==> src/soc_pkg.sv <==
`default_nettype none

package soc_pkg;

	// Bus geometry
	localparam int ARCH_BITS = 32;
	localparam int ADDR_BITS = ARCH_BITS - 2;
	localparam int SEL_BITS = ARCH_BITS / 8;
	localparam int SLOT_WORDS = 16;
	localparam int SLOT_OFS_BITS = 4;

	typedef enum logic [1:0] {
		OP_NOP = 2'd0,
		OP_WR = 2'd1,
		OP_RD = 2'd2,
		// Returns the old word and writes the new one
		OP_RDWR = 2'd3
	} pi1_op_e;

	// Address map, one slot per slave
	localparam int S_DEVTBL = 0;
	localparam int S_GP0IO = 1;
	localparam int S_GP1IO = 2;
	localparam int S_INTCTRL = 3;
	localparam int S_INVALIDDEV = 4;
	localparam int SLAVE_COUNT = 5;
	localparam int SLV_IDX_BITS = 3;

	// Device table contents
	localparam logic [ARCH_BITS-1:0] SOC_ID = 2;
	localparam logic [ARCH_BITS-2:0] DEVTBL_IDS [SLAVE_COUNT] = '{7, 6, 6, 3, 0};
	localparam logic [SLAVE_COUNT-1:0] DEVTBL_USEINTR = 5'b00110;
	localparam logic [ARCH_BITS-1:0] SLOT_MAPSZ_BYTES = 64;
	localparam logic [ARCH_BITS-1:0] INVALID_MAPSZ_BYTES = 4096;
	localparam logic [SLOT_OFS_BITS-1:0] DEVTBL_RST_OFS = 4'd15;

	// GPIO banks and interrupt sources
	localparam int GP0_COUNT = 16;
	localparam int GP1_COUNT = 5;
	localparam int INT_SRC_COUNT = 2;
	localparam int INT_SRC_GP0 = 0;
	localparam int INT_SRC_GP1 = 1;
	localparam int INT_IDX_BITS = 4;

	// Reset sequencing
	localparam int RST_CYCLES = 32;
	localparam int RST_CNT_BITS = 6;

	typedef enum logic [1:0] {
		RST_NONE = 2'd0,
		RST_WARM = 2'd1,
		RST_COLD = 2'd2,
		RST_PWROFF = 2'd3
	} rst_req_e;

	function automatic logic op_reads(input pi1_op_e op);
		return (op == OP_RD) || (op == OP_RDWR);
	endfunction

	function automatic logic op_writes(input pi1_op_e op);
		return (op == OP_WR) || (op == OP_RDWR);
	endfunction

	// Replace only the bytes whose select bit is set
	function automatic logic [ARCH_BITS-1:0] byte_merge(
		input logic [ARCH_BITS-1:0] old_word,
		input logic [ARCH_BITS-1:0] new_word,
		input logic [SEL_BITS-1:0] sel
	);
		logic [ARCH_BITS-1:0] merged;
		merged = old_word;
		for (int b = 0; b < SEL_BITS; b++) begin
			if (sel[b]) begin
				merged[b*8 +: 8] = new_word[b*8 +: 8];
			end
		end
		return merged;
	endfunction

endpackage

`default_nettype wire

==> src/reset_sequencer.sv <==
`timescale 1ns/1ps
`default_nettype none

module reset_sequencer import soc_pkg::*; (
	input logic clk_2x_w,
	input logic rst_p,
	input rst_req_e rst_req_i,
	output logic sys_rst_o
);

	logic [RST_CNT_BITS-1:0] rst_cnt;
	logic pwroff_q;
	logic reload;

	// Cold reset behaves like a warm one here
	assign reload = rst_p || (rst_req_i == RST_WARM) || (rst_req_i == RST_COLD);

	always_ff @(posedge clk_2x_w) begin
		if (reload) begin
			rst_cnt <= RST_CNT_BITS'(RST_CYCLES);
		end else if (rst_cnt != '0) begin
			rst_cnt <= rst_cnt - 1'b1;
		end
	end

	// Power-off holds the system until the external reset is pulsed
	always_ff @(posedge clk_2x_w) begin
		if (rst_p) begin
			pwroff_q <= 1'b0;
		end else if (rst_req_i == RST_PWROFF) begin
			pwroff_q <= 1'b1;
		end
	end

	assign sys_rst_o = (rst_cnt != '0) || pwroff_q;

endmodule

`default_nettype wire

==> src/pi1_bus_decode.sv <==
`timescale 1ns/1ps
`default_nettype none

module pi1_bus_decode import soc_pkg::*; (
	input logic clk_2x_w,
	input logic sys_rst_i,
	input pi1_op_e m_op_i,
	input logic [ADDR_BITS-1:0] m_addr_i,
	input logic [ARCH_BITS-1:0] m_data_i,
	input logic [SEL_BITS-1:0] m_sel_i,
	output logic [ARCH_BITS-1:0] m_data_o,
	output logic m_rdy_o,
	output pi1_op_e s_op_o [SLAVE_COUNT],
	output logic [SLOT_OFS_BITS-1:0] s_ofs_o,
	output logic [ARCH_BITS-1:0] s_data_o,
	output logic [SEL_BITS-1:0] s_sel_o,
	input logic [ARCH_BITS-1:0] s_data_i [SLAVE_COUNT]
);

	logic [ADDR_BITS-SLOT_OFS_BITS-1:0] slot;
	logic [SLV_IDX_BITS-1:0] sel_idx;
	logic [SLV_IDX_BITS-1:0] rd_idx;
	logic rd_vld;
	logic accept;

	// Word address divided by the slot size
	assign slot = m_addr_i[ADDR_BITS-1:SLOT_OFS_BITS];

	// Everything past the last real slot falls on the invalid device
	assign sel_idx = (slot < S_INVALIDDEV) ? slot[SLV_IDX_BITS-1:0] :
		SLV_IDX_BITS'(S_INVALIDDEV);

	// All slaves answer in one cycle, so reset is the only stall
	assign m_rdy_o = !sys_rst_i;
	assign accept = (m_op_i != OP_NOP) && m_rdy_o;

	assign s_ofs_o = m_addr_i[SLOT_OFS_BITS-1:0];
	assign s_data_o = m_data_i;
	assign s_sel_o = m_sel_i;

	always_comb begin
		for (int i = 0; i < SLAVE_COUNT; i++) begin
			s_op_o[i] = (accept && (sel_idx == i)) ? m_op_i : OP_NOP;
		end
	end

	always_ff @(posedge clk_2x_w) begin
		if (sys_rst_i) begin
			rd_vld <= 1'b0;
		end else begin
			rd_vld <= accept && op_reads(m_op_i);
		end
	end

	// Remember who answers the read on the next cycle
	always_ff @(posedge clk_2x_w) begin
		if (accept) begin
			rd_idx <= sel_idx;
		end
	end

	// Invalid device reads zero
	always_comb begin
		m_data_o = '0;
		if (rd_vld && (rd_idx != SLV_IDX_BITS'(S_INVALIDDEV))) begin
			m_data_o = s_data_i[rd_idx];
		end
	end

endmodule

`default_nettype wire

==> src/dev_table.sv <==
`timescale 1ns/1ps
`default_nettype none

module dev_table import soc_pkg::*; (
	input logic clk_2x_w,
	input logic sys_rst_i,
	input pi1_op_e op_i,
	input logic [SLOT_OFS_BITS-1:0] ofs_i,
	input logic [ARCH_BITS-1:0] data_i,
	input logic [SEL_BITS-1:0] sel_i,
	output logic [ARCH_BITS-1:0] data_o,
	output rst_req_e rst_req_o
);

	logic [SLV_IDX_BITS-1:0] slv;
	logic [ARCH_BITS-1:0] rd_word;

	// Two words per slave starting at offset 2
	assign slv = SLV_IDX_BITS'((ofs_i - 2'd2) >> 1);

	always_comb begin
		rd_word = '0;
		if (ofs_i == 0) begin
			rd_word = SOC_ID;
		end else if (ofs_i == 1) begin
			rd_word = ARCH_BITS'(SLAVE_COUNT);
		end else if (ofs_i < 2 + 2 * SLAVE_COUNT) begin
			if (!ofs_i[0]) begin
				// Id word, interrupt use flag on top
				rd_word = {DEVTBL_USEINTR[slv], DEVTBL_IDS[slv]};
			end else if (slv == SLV_IDX_BITS'(S_INVALIDDEV)) begin
				rd_word = INVALID_MAPSZ_BYTES;
			end else begin
				rd_word = SLOT_MAPSZ_BYTES;
			end
		end
	end

	always_ff @(posedge clk_2x_w) begin
		if (sys_rst_i) begin
			data_o <= '0;
		end else if (op_reads(op_i)) begin
			data_o <= rd_word;
		end
	end

	// Reset control bits live in byte 0 of the last word
	always_comb begin
		rst_req_o = RST_NONE;
		if (op_writes(op_i) && (ofs_i == DEVTBL_RST_OFS) && sel_i[0]) begin
			case (data_i[1:0])
				2'd3: rst_req_o = RST_COLD;
				2'd2: rst_req_o = RST_WARM;
				2'd1: rst_req_o = RST_PWROFF;
				default: rst_req_o = RST_NONE;
			endcase
		end
	end

endmodule

`default_nettype wire

==> src/gpio_port.sv <==
`timescale 1ns/1ps
`default_nettype none

module gpio_port import soc_pkg::*; #(
	parameter int IO_COUNT = 16
) (
	input logic clk_2x_w,
	input logic sys_rst_i,
	input pi1_op_e op_i,
	input logic [SLOT_OFS_BITS-1:0] ofs_i,
	input logic [ARCH_BITS-1:0] data_i,
	input logic [SEL_BITS-1:0] sel_i,
	output logic [ARCH_BITS-1:0] data_o,
	input logic [IO_COUNT-1:0] gp_i,
	output logic [IO_COUNT-1:0] gp_o,
	output logic int_rqst_o,
	input logic int_ack_i
);

	logic [IO_COUNT-1:0] sync_q1;
	logic [IO_COUNT-1:0] sync_q2;
	logic [IO_COUNT-1:0] prev_q;
	logic [IO_COUNT-1:0] out_q;
	logic [ARCH_BITS-1:0] in_word;
	logic [ARCH_BITS-1:0] out_word;
	logic [ARCH_BITS-1:0] new_word;

	// Two-flop synchroniser, then one more stage to spot changes
	always_ff @(posedge clk_2x_w) begin
		sync_q1 <= gp_i;
		sync_q2 <= sync_q1;
		prev_q <= sync_q2;
	end

	assign in_word = ARCH_BITS'(sync_q2);
	assign out_word = ARCH_BITS'(out_q);
	assign new_word = byte_merge(out_word, data_i, sel_i);

	always_ff @(posedge clk_2x_w) begin
		if (sys_rst_i) begin
			out_q <= '0;
			int_rqst_o <= 1'b0;
		end else begin
			// A fresh change wins over an ack in the same cycle
			if (sync_q2 != prev_q) begin
				int_rqst_o <= 1'b1;
			end else if (int_ack_i) begin
				int_rqst_o <= 1'b0;
			end
			if (op_writes(op_i) && (ofs_i == 1)) begin
				out_q <= new_word[IO_COUNT-1:0];
			end
		end
	end

	// Swap returns the value held before this write
	always_ff @(posedge clk_2x_w) begin
		if (op_reads(op_i)) begin
			case (ofs_i)
				4'd0: data_o <= in_word;
				4'd1: data_o <= out_word;
				default: data_o <= '0;
			endcase
		end
	end

	assign gp_o = out_q;

endmodule

`default_nettype wire

==> src/int_ctrl.sv <==
`timescale 1ns/1ps
`default_nettype none

module int_ctrl import soc_pkg::*; (
	input logic clk_2x_w,
	input logic sys_rst_i,
	input pi1_op_e op_i,
	input logic [SLOT_OFS_BITS-1:0] ofs_i,
	input logic [ARCH_BITS-1:0] data_i,
	input logic [SEL_BITS-1:0] sel_i,
	output logic [ARCH_BITS-1:0] data_o,
	input logic [INT_SRC_COUNT-1:0] src_rqst_i,
	output logic [INT_SRC_COUNT-1:0] src_ack_o,
	output logic irq_o
);

	logic [INT_SRC_COUNT-1:0] mask_q;
	logic [INT_SRC_COUNT-1:0] pend;
	logic [INT_IDX_BITS-1:0] best;
	logic any;
	logic ack_rd;
	logic [ARCH_BITS-1:0] status;
	logic [ARCH_BITS-1:0] mask_word;
	logic [ARCH_BITS-1:0] new_mask;

	assign pend = src_rqst_i & mask_q;
	assign any = |pend;
	assign irq_o = any;

	// Lowest pending index wins
	always_comb begin
		best = '0;
		for (int i = INT_SRC_COUNT - 1; i >= 0; i--) begin
			if (pend[i]) begin
				best = INT_IDX_BITS'(i);
			end
		end
	end

	assign status = {any, {(ARCH_BITS - 1 - INT_IDX_BITS){1'b0}}, best};
	assign mask_word = ARCH_BITS'(mask_q);
	assign new_mask = byte_merge(mask_word, data_i, sel_i);

	// Reading the status acknowledges the reported source
	assign ack_rd = op_reads(op_i) && (ofs_i == 0);
	assign src_ack_o = (ack_rd && any) ? (INT_SRC_COUNT'(1) << best) : '0;

	always_ff @(posedge clk_2x_w) begin
		if (sys_rst_i) begin
			mask_q <= '1;
		end else if (op_writes(op_i) && (ofs_i == 1)) begin
			mask_q <= new_mask[INT_SRC_COUNT-1:0];
		end
	end

	always_ff @(posedge clk_2x_w) begin
		if (op_reads(op_i)) begin
			case (ofs_i)
				4'd0: data_o <= status;
				4'd1: data_o <= mask_word;
				default: data_o <= '0;
			endcase
		end
	end

endmodule

`default_nettype wire

==> src/soc_top.sv <==
`timescale 1ns/1ps
`default_nettype none

module soc_top import soc_pkg::*; (
	input logic clk_2x_w,
	input logic rst_p,
	input pi1_op_e m_op_i,
	input logic [ADDR_BITS-1:0] m_addr_i,
	input logic [ARCH_BITS-1:0] m_data_i,
	input logic [SEL_BITS-1:0] m_sel_i,
	output logic [ARCH_BITS-1:0] m_data_o,
	output logic m_rdy_o,
	input logic [GP0_COUNT-1:0] gp0_i,
	output logic [GP0_COUNT-1:0] gp0_o,
	input logic [GP1_COUNT-1:0] gp1_i,
	output logic irq_o
);

	logic sys_rst;
	rst_req_e rst_req;
	pi1_op_e s_op [SLAVE_COUNT];
	logic [SLOT_OFS_BITS-1:0] s_ofs;
	logic [ARCH_BITS-1:0] s_wdata;
	logic [SEL_BITS-1:0] s_sel;
	logic [ARCH_BITS-1:0] s_rdata [SLAVE_COUNT];
	logic [INT_SRC_COUNT-1:0] int_rqst;
	logic [INT_SRC_COUNT-1:0] int_ack;

	// Invalid device slot has no module behind it
	assign s_rdata[S_INVALIDDEV] = '0;

	reset_sequencer reset_sequencer_i (
		.clk_2x_w(clk_2x_w),
		.rst_p(rst_p),
		.rst_req_i(rst_req),
		.sys_rst_o(sys_rst)
	);

	pi1_bus_decode pi1_bus_decode_i (
		.clk_2x_w(clk_2x_w),
		.sys_rst_i(sys_rst),
		.m_op_i(m_op_i),
		.m_addr_i(m_addr_i),
		.m_data_i(m_data_i),
		.m_sel_i(m_sel_i),
		.m_data_o(m_data_o),
		.m_rdy_o(m_rdy_o),
		.s_op_o(s_op),
		.s_ofs_o(s_ofs),
		.s_data_o(s_wdata),
		.s_sel_o(s_sel),
		.s_data_i(s_rdata)
	);

	dev_table dev_table_i (
		.clk_2x_w(clk_2x_w),
		.sys_rst_i(sys_rst),
		.op_i(s_op[S_DEVTBL]),
		.ofs_i(s_ofs),
		.data_i(s_wdata),
		.sel_i(s_sel),
		.data_o(s_rdata[S_DEVTBL]),
		.rst_req_o(rst_req)
	);

	gpio_port #(
		.IO_COUNT(GP0_COUNT)
	) gpio_switches_leds (
		.clk_2x_w(clk_2x_w),
		.sys_rst_i(sys_rst),
		.op_i(s_op[S_GP0IO]),
		.ofs_i(s_ofs),
		.data_i(s_wdata),
		.sel_i(s_sel),
		.data_o(s_rdata[S_GP0IO]),
		.gp_i(gp0_i),
		.gp_o(gp0_o),
		.int_rqst_o(int_rqst[INT_SRC_GP0]),
		.int_ack_i(int_ack[INT_SRC_GP0])
	);

	// Buttons are input only
	gpio_port #(
		.IO_COUNT(GP1_COUNT)
	) gpio_buttons (
		.clk_2x_w(clk_2x_w),
		.sys_rst_i(sys_rst),
		.op_i(s_op[S_GP1IO]),
		.ofs_i(s_ofs),
		.data_i(s_wdata),
		.sel_i(s_sel),
		.data_o(s_rdata[S_GP1IO]),
		.gp_i(gp1_i),
		.gp_o(),
		.int_rqst_o(int_rqst[INT_SRC_GP1]),
		.int_ack_i(int_ack[INT_SRC_GP1])
	);

	int_ctrl int_ctrl_i (
		.clk_2x_w(clk_2x_w),
		.sys_rst_i(sys_rst),
		.op_i(s_op[S_INTCTRL]),
		.ofs_i(s_ofs),
		.data_i(s_wdata),
		.sel_i(s_sel),
		.data_o(s_rdata[S_INTCTRL]),
		.src_rqst_i(int_rqst),
		.src_ack_o(int_ack),
		.irq_o(irq_o)
	);

endmodule

`default_nettype wire

==> config.mk <==
export PLATFORM = sky130hd
export DESIGN_NAME = soc_top
export DESIGN_NICKNAME = d
export VERILOG_FILES = /design/src/soc_pkg.sv /design/src/reset_sequencer.sv /design/src/pi1_bus_decode.sv /design/src/dev_table.sv /design/src/gpio_port.sv /design/src/int_ctrl.sv /design/src/soc_top.sv
export SDC_FILE = /design/constraint.sdc
export NUM_CORES = 1
export LEC_CHECK = 0
export ABC_CLOCK_PERIOD_IN_PS = 9900
export BUFFER_PORTS_ARGS = -buffer_cell sky130_fd_sc_hd__buf_2
export CAP_MARGIN = 10
export CORE_ASPECT_RATIO = 2
export CORE_MARGIN = 2
export CORE_UTILIZATION = 30
export CTS_CLUSTER_DIAMETER = 200
export CTS_CLUSTER_SIZE = 10
export DETAILED_ROUTE_END_ITERATION = 6
export GPL_TIMING_DRIVEN = 0
export REMOVE_ABC_BUFFERS = 1
export SETUP_SLACK_MARGIN = 0.02
export SYNTH_ARGS = -nofsm -noshare
export SYNTH_HDL_FRONTEND = slang
export SYNTH_SLANG_ARGS = --single-unit
export TNS_END_PERCENT = 20
==> constraint.sdc <==
create_clock -name clk_2x_w -period 9.9 [get_ports clk_2x_w]
set_input_delay 2.475 -clock clk_2x_w [delete_from_list [all_inputs] [get_ports clk_2x_w]]
set_output_delay 2.475 -clock clk_2x_w [all_outputs]
set_load 0.01 [all_outputs]
== Word level (Yosys, flattened, before mapping) ==
Memories as Yosys holds them, arrays and structs flattened.
Cells that the tools add are included.
Storage, ports and cells
  register bits after elaboration: 227
  memory bits (read-only): 256
  input port bits: 91
  output and inout bits: 50
  logic and storage cells: 129
  memories: 2
Memory list
  (name not given): words 8, bits a word 31, read ports 1, clocked after Yosys merged registers in 0, write ports 0, RTL line dev_table.sv:30  | rd_word = {DEVTBL_USEINTR[slv], DEVTBL_IDS[slv]};
  (name not given): words 8, bits a word 1, read ports 1, clocked after Yosys merged registers in 0, write ports 0, RTL line dev_table.sv:30
Operators by class
  add/subtract/negate cells: 2
  magnitude comparators: 5
  equality and inequality tests: 29
  shift operators: 1
  mux-type cells: 29
  bitwise logic cells: 3
  reductions and logical operators: 38
Operators with widths (number)
  32-bit 2-to-1 mux: 7
  32-bit binary-select mux with 3-bit select: 1
  32-bit one-hot mux with 2 select lines: 1
  31-bit 2-to-1 mux: 2
  16-bit one-hot mux with 2 select lines: 1
  2-bit == test, second input constant: 14
  26-bit by 3-bit < comparator with 1-bit output, second input constant: 1
  16-bit inequality test: 1
  1-bit logical AND: 14
  13-bit 2-to-1 mux: 1
  2-bit by 1-bit == test with 1-bit output, second input constant: 6
  1-bit logical OR: 12
  2-bit 2-to-1 mux: 6
  5-bit one-hot mux with 2 select lines: 1
  4-bit >= comparator, second input constant: 2
  3-bit inverter with 4-bit output: 2
  2-bit AND reduction: 4
  1-bit 2-to-1 mux: 7
  3-bit by 2-bit == test with 1-bit output, second input constant: 2
  2-bit one-hot mux with 3 select lines: 1
  2-bit nonzero test: 3
  6-bit nonzero test: 1
  6-bit by 1-bit subtractor with 6-bit output, second input constant: 1
  5-bit inequality test: 1
  15 further kinds: 15

== Depth between registers and ports, before layout ==
  word-level depth: 14
  mapped depth: 9
  mapped depth without buffers: 7

== By module ==
Synthesis repeated with hierarchy kept, for this count alone.
Second synthesis, totals
  cells, all modules: 618
  area total of the unflattened synthesis: 6647.6 um^2
Modules (own cells, without submodules)
  gpio_port at gpio_switches_leds: instances 1, cells each 199, area each 2544.9 um^2, seq. area each 1781.7 um^2
  pi1_bus_decode: instances 1, cells each 154, area each 1602.8 um^2, seq. area each 110.1 um^2
  gpio_port at gpio_buttons: instances 1, cells each 94, area each 1041.0 um^2, seq. area each 570.5 um^2
  dev_table: instances 1, cells each 81, area each 631.9 um^2, seq. area each 120.1 um^2
  int_ctrl: instances 1, cells each 54, area each 483.0 um^2, seq. area each 130.1 um^2
  reset_sequencer: instances 1, cells each 35, area each 340.3 um^2, seq. area each 140.1 um^2
  soc_top: instances 1, cells each 1, area each 3.8 um^2, seq. area each 0.0 um^2

== Least setup slack after synthesis ==
No wires, ideal clock.
  kind: input -> register
  start point: in m_addr_i[16]
  end point: reg gpio_switches_leds.data_o[0] (enable)
  library setup time: 409 ps
  data arrival time: 4543 ps
  required time: 9491 ps
  setup slack: 4948 ps
  cell stages on the path: 5
  path buffers: 0
  path through: nor4_4 -> nand4_4 -> nor3_1 -> nand2_1 -> nor3_1
Between the ends
  cells in the longest elaborated chain, start to end: 7
  elaborated cells between the ends (all ways): 8
  classes of those cells: 1 x order compare; 3 x eq/ne; 2 x mux; 2 x reduce/logical
RTL lines
  from (decl): RTL line soc_top.sv:8  | input logic [ADDR_BITS-1:0] m_addr_i,
  26-bit by 3-bit < comparator with 1-bit output *: RTL line pi1_bus_decode.sv:30  | assign sel_idx = (slot < S_INVALIDDEV) ? slot[SLV_IDX_BITS-1:0] :
  3-bit 2-to-1 mux *: RTL line pi1_bus_decode.sv:30
  3-bit by 1-bit == test with 1-bit output *: RTL line pi1_bus_decode.sv:43  | s_op_o[i] = (accept && (sel_idx == i)) ? m_op_i : OP_NOP;
  1-bit logical AND *: RTL line pi1_bus_decode.sv:43
  2-bit 2-to-1 mux *: RTL line pi1_bus_decode.sv:43
  2-bit == test: RTL line soc_pkg.sv:57  | return (op == OP_RD) || (op == OP_RDWR);
  1-bit logical OR *: RTL line soc_pkg.sv:57
  to (signal assigned): RTL line gpio_port.sv:60  | 4'd0: data_o <= in_word;
  to (signal assigned): RTL line gpio_port.sv:61  | 4'd1: data_o <= out_word;
  to (decl): RTL line gpio_port.sv:13  | output logic [ARCH_BITS-1:0] data_o,
Mark *: on every way between the ends. The rest lies on a longest branch, timed or not.
A chain may end at the register's enable or synchronous reset.

== Final worst setup path ==
  start point: reg reset_sequencer_i.rst_cnt[0]
  end point: out m_rdy_o
Between the ends
  cells in the longest elaborated chain, start to end: 3
RTL lines
  from (decl): RTL line reset_sequencer.sv:11  | logic [RST_CNT_BITS-1:0] rst_cnt;
  from (signal assigned): RTL line reset_sequencer.sv:20  | rst_cnt <= RST_CNT_BITS'(RST_CYCLES);
  from (signal assigned): RTL line reset_sequencer.sv:22  | rst_cnt <= rst_cnt - 1'b1;
  6-bit nonzero test: RTL line reset_sequencer.sv:35  | assign sys_rst_o = (rst_cnt != '0) || pwroff_q;
  1-bit logical OR: RTL line reset_sequencer.sv:35
  1-bit zero test: RTL line pi1_bus_decode.sv:34  | assign m_rdy_o = !sys_rst_i;
  to (decl): RTL line soc_top.sv:12  | output logic m_rdy_o,
Every way passes these cells.

==> out/qor.yml <==
status: "finished clean"
avgSynthCellArea_sq_um: 11.17
setup_violations: 0
max_cap_violations: 0
drtAntennaViolNets: 0
path_class: "reg2out"
remaining_drc_errors: 0
synth-edff-count: 27
drive_gt1_frac: 0.2811
synth_flop_cell: "dfxtp_1"
die_x_microns: 94.40
clk_pin_slew_worst_paths_ns: 0.06
clk_latency_ns: 0.41
n_antenna_cell: 0
drt-pass1-iter-count: 5
clk_path_buf_depth: 2
p_int_uw: 985.7
yosys_warnings: 0
area_growth_syn_to_layout_pct: 26.08
grt.busiest_layer: "met2"
grt_usage: 0.1260
vdd_drop_max_mv: 0.1592
portBuffers: 107
seqPwrFrac: 0.446
grt_pass1_vias: 3259
hold_viol_final: 0
met3_usage: 0.04638
drv_slew: 0
grt_max_degree: 23
cts_inserted_buffers: 17
die-area_sq_mm: 0.01745
dp_slack_ns: 4.587
async_flop_share: 0
routed-via-count: 3389
crit_slowest_cell: "clkinv_1"
tritoncts: "built"
h-tree-depth: 4
dp_hpwl_microns: 7823
yosysSeqAreaShare: 0.5818
met1_usage: 0.1563
fin_crit_sh: 0.5603
regArea_sq_mm: 0.002853
dr.first_iter.drc_count: 150
wl_per_cell_microns: 13.90
finalNetCount: 645
setup_tns_ns: 0
crit_chain: "inv_1 > ha_1 > and3b_1 > nand2_1 > clkinv_1 > buf_2"
worstPathArrival_ns: 3.07
grt_pass1_wl_microns: 16420
multi_input_area_sq_mm: 0.001899
fmax_mhz: 180.3
start_util: 0.3045
cp_slowest_stage_delay_ns: 0.76
finClkSkew_ns: 0.009365
cts_resized: 0
tightest_slew_ns: 0.9146
p_comb_frac: 0.100
sw_frac_of_total: 0.2502
io_pins: 141
avgViaCountPerCell: 4.424
ys_ff_latch: 129
yosys-top-cells-area: "dfxtp_1 42%, edfxtp_1 17%, mux2i_1 6.3%"
gr-usage-met2: 0.2017
overflow: 0
power.leakage_uw: 0.002498
fp.dieH_microns: 184.8
period_minus_slack_ns: 5.547
rsz0062_at_grt: "no"
fin_ws_ns: 4.353
place.gp.congestion: 0.7921
post_cts_buffers: 0
synth.distinct_cells: 47
syn_area_sq_mm: 0.004903
p_switching_uw: 328.9
powerDensity_mw_per_mm2: 212.7
antenna_found_initial: 0
cts_root_buffer: "clkbuf_16"
yosysTopAreaCellShare: 0.4164
clkPwrFrac: 0.454
postRouteWirelength_microns: 10650
path_max_fanout: 19
crit_path_end_kind: "output port"
cp-start-kind: "flip-flop"
slew_headroom: 0.3852
crit_required_ns: 7.43
hold_buffers: 0
synth_area_leader_cell: "dfxtp_1"
hp-class: "reg2reg"
syn_inst: 439
nFillCells: 1597
core_area_sq_mm: 0.01610
num_rows: 66
clock-sinks: 129
p_total_uw: 1315
post-route-util: 0.3839
-- stage by stage --
step	std cells	area (sq um)	hold WS, ns
3_5_place_dp	734	5607	0.3121
5_1_grt	766	6182	0.3263
2_1_floorplan	420	4772	0.3096
3_3_place_gp	731	5563	0.3099
6_report	766	6182	0.3210
4_1_cts	766	6182	0.3216
-- state kept, by name, summed over array words and instances, names as in the netlist, 5 cells and up --
| name | cells |
|---|---|
| gpio_switches_leds.data_o | 16 |
| gpio_switches_leds.gp_o | 16 |
| gpio_switches_leds.prev_q | 16 |
| gpio_switches_leds.sync_q1 | 16 |
| gpio_switches_leds.sync_q2 | 16 |
| dev_table_i.data_o | 6 |
| reset_sequencer_i.rst_cnt | 6 |
| gpio_buttons.data_o | 5 |
| gpio_buttons.gp_o | 5 |
| gpio_buttons.prev_q | 5 |
| gpio_buttons.sync_q1 | 5 |
| gpio_buttons.sync_q2 | 5 |
-- power groups by stage --
stage               logic (uW)  registers [uW]  clock network, uW
finish                     132             586                597
global route               147             590                634
CTS                        133             587                610
detailed placement         132             597                  0
global placement           129             597                  0
floorplan                 87.9             592                  0
-- synth_stat cells (5+ instances only) --
cell type and instances:
dfxtp_1 102, nor2_1 45, nand2_1 35, mux2i_1 31
edfxtp_1 27, xnor2_1 23, nor3_1 16, buf_4 15
o21ai_0 15, clkbuf_1 13, and2_1 12, a21oi_1 10
nand4_1 10, inv_1 9, a22o_1 8, nand3_1 7
nor2b_1 6, ha_1 5, nor4_1 5, nor4_4 5
xor2_1 5
-- critical path: cells and delay by family, from the launching register on --
| kind | cells | cell delay (ns) |
|---|---|---|
| AND/OR/NAND/NOR | 2 | 0.89 |
| buffers and inverters | 3 | 1.20 |
| adder cells (fa/ha/maj) | 1 | 0.23 |
| flip-flops | 1 | 0.33 |
-- final cells by class --
class | count | share of cell area
clock buffers | 19 | 0.07347
inverters | 10 | 0.006072
flip-flops and latches | 129 | 0.4614
repair buffers | 110 | 0.09087
multi-input cells | 281 | 0.3072
well taps | 204 | 0.04129
clock inverters | 13 | 0.01963
-- logic make-up after synthesis --
logic type,count (synthesis),share of synthesized area
other,1,0.0007648
muxes,33,0.07247
xor gates and xnor gates,28,0.05001
DFF,129,0.5818
AOI/OAI and AO/OA,41,0.05155
adders and majority gates,5,0.01276
buffers and inverters,43,0.04516
and+or+nand+nor,159,0.1855
-- layout by cell type (no fill, tap or decap), drive strengths merged, types with 2 or more instances in the layout --
cell type / n
and2: 12
nor2b: 6
nor2: 45
clkbuf: 19
clkinv: 6
inv: 15
edfxtp: 27
nor3: 16
o21ai: 16
xor2: 5
nor4: 12
conb: 15
xnor2: 23
nand2: 35
nand4: 11
nor4b: 3
mux4: 2
a21oi: 10
a22o: 8
or3: 3
ha: 5
nand3: 8
buf: 110
a22oi: 2
dfxtp: 102
nor3b: 2
mux2i: 31
-- path summary, 6_finish.rpt --
path                                                    start                             to  slack [ns]  cells after the start
worst max-delay path             reset_sequencer_i.rst_cnt[0]                        m_rdy_o        4.35                      6
worst min-delay path            gpio_switches_leds.sync_q1[7]  gpio_switches_leds.sync_q2[7]        0.32                      0
worst max register to register   reset_sequencer_i.rst_cnt[0]         dev_table_i.data_o[31]        7.04                      7
worst min register to register  gpio_switches_leds.sync_q1[7]  gpio_switches_leds.sync_q2[7]        0.32                      0
-- metal layers --
layer	wire length, microns	vias up
met1	4682	1528
met5	0	-
li1	-	1714
met4	98	0
met2	4986	139
met3	879	8
(Power assumes the default switching activity.)
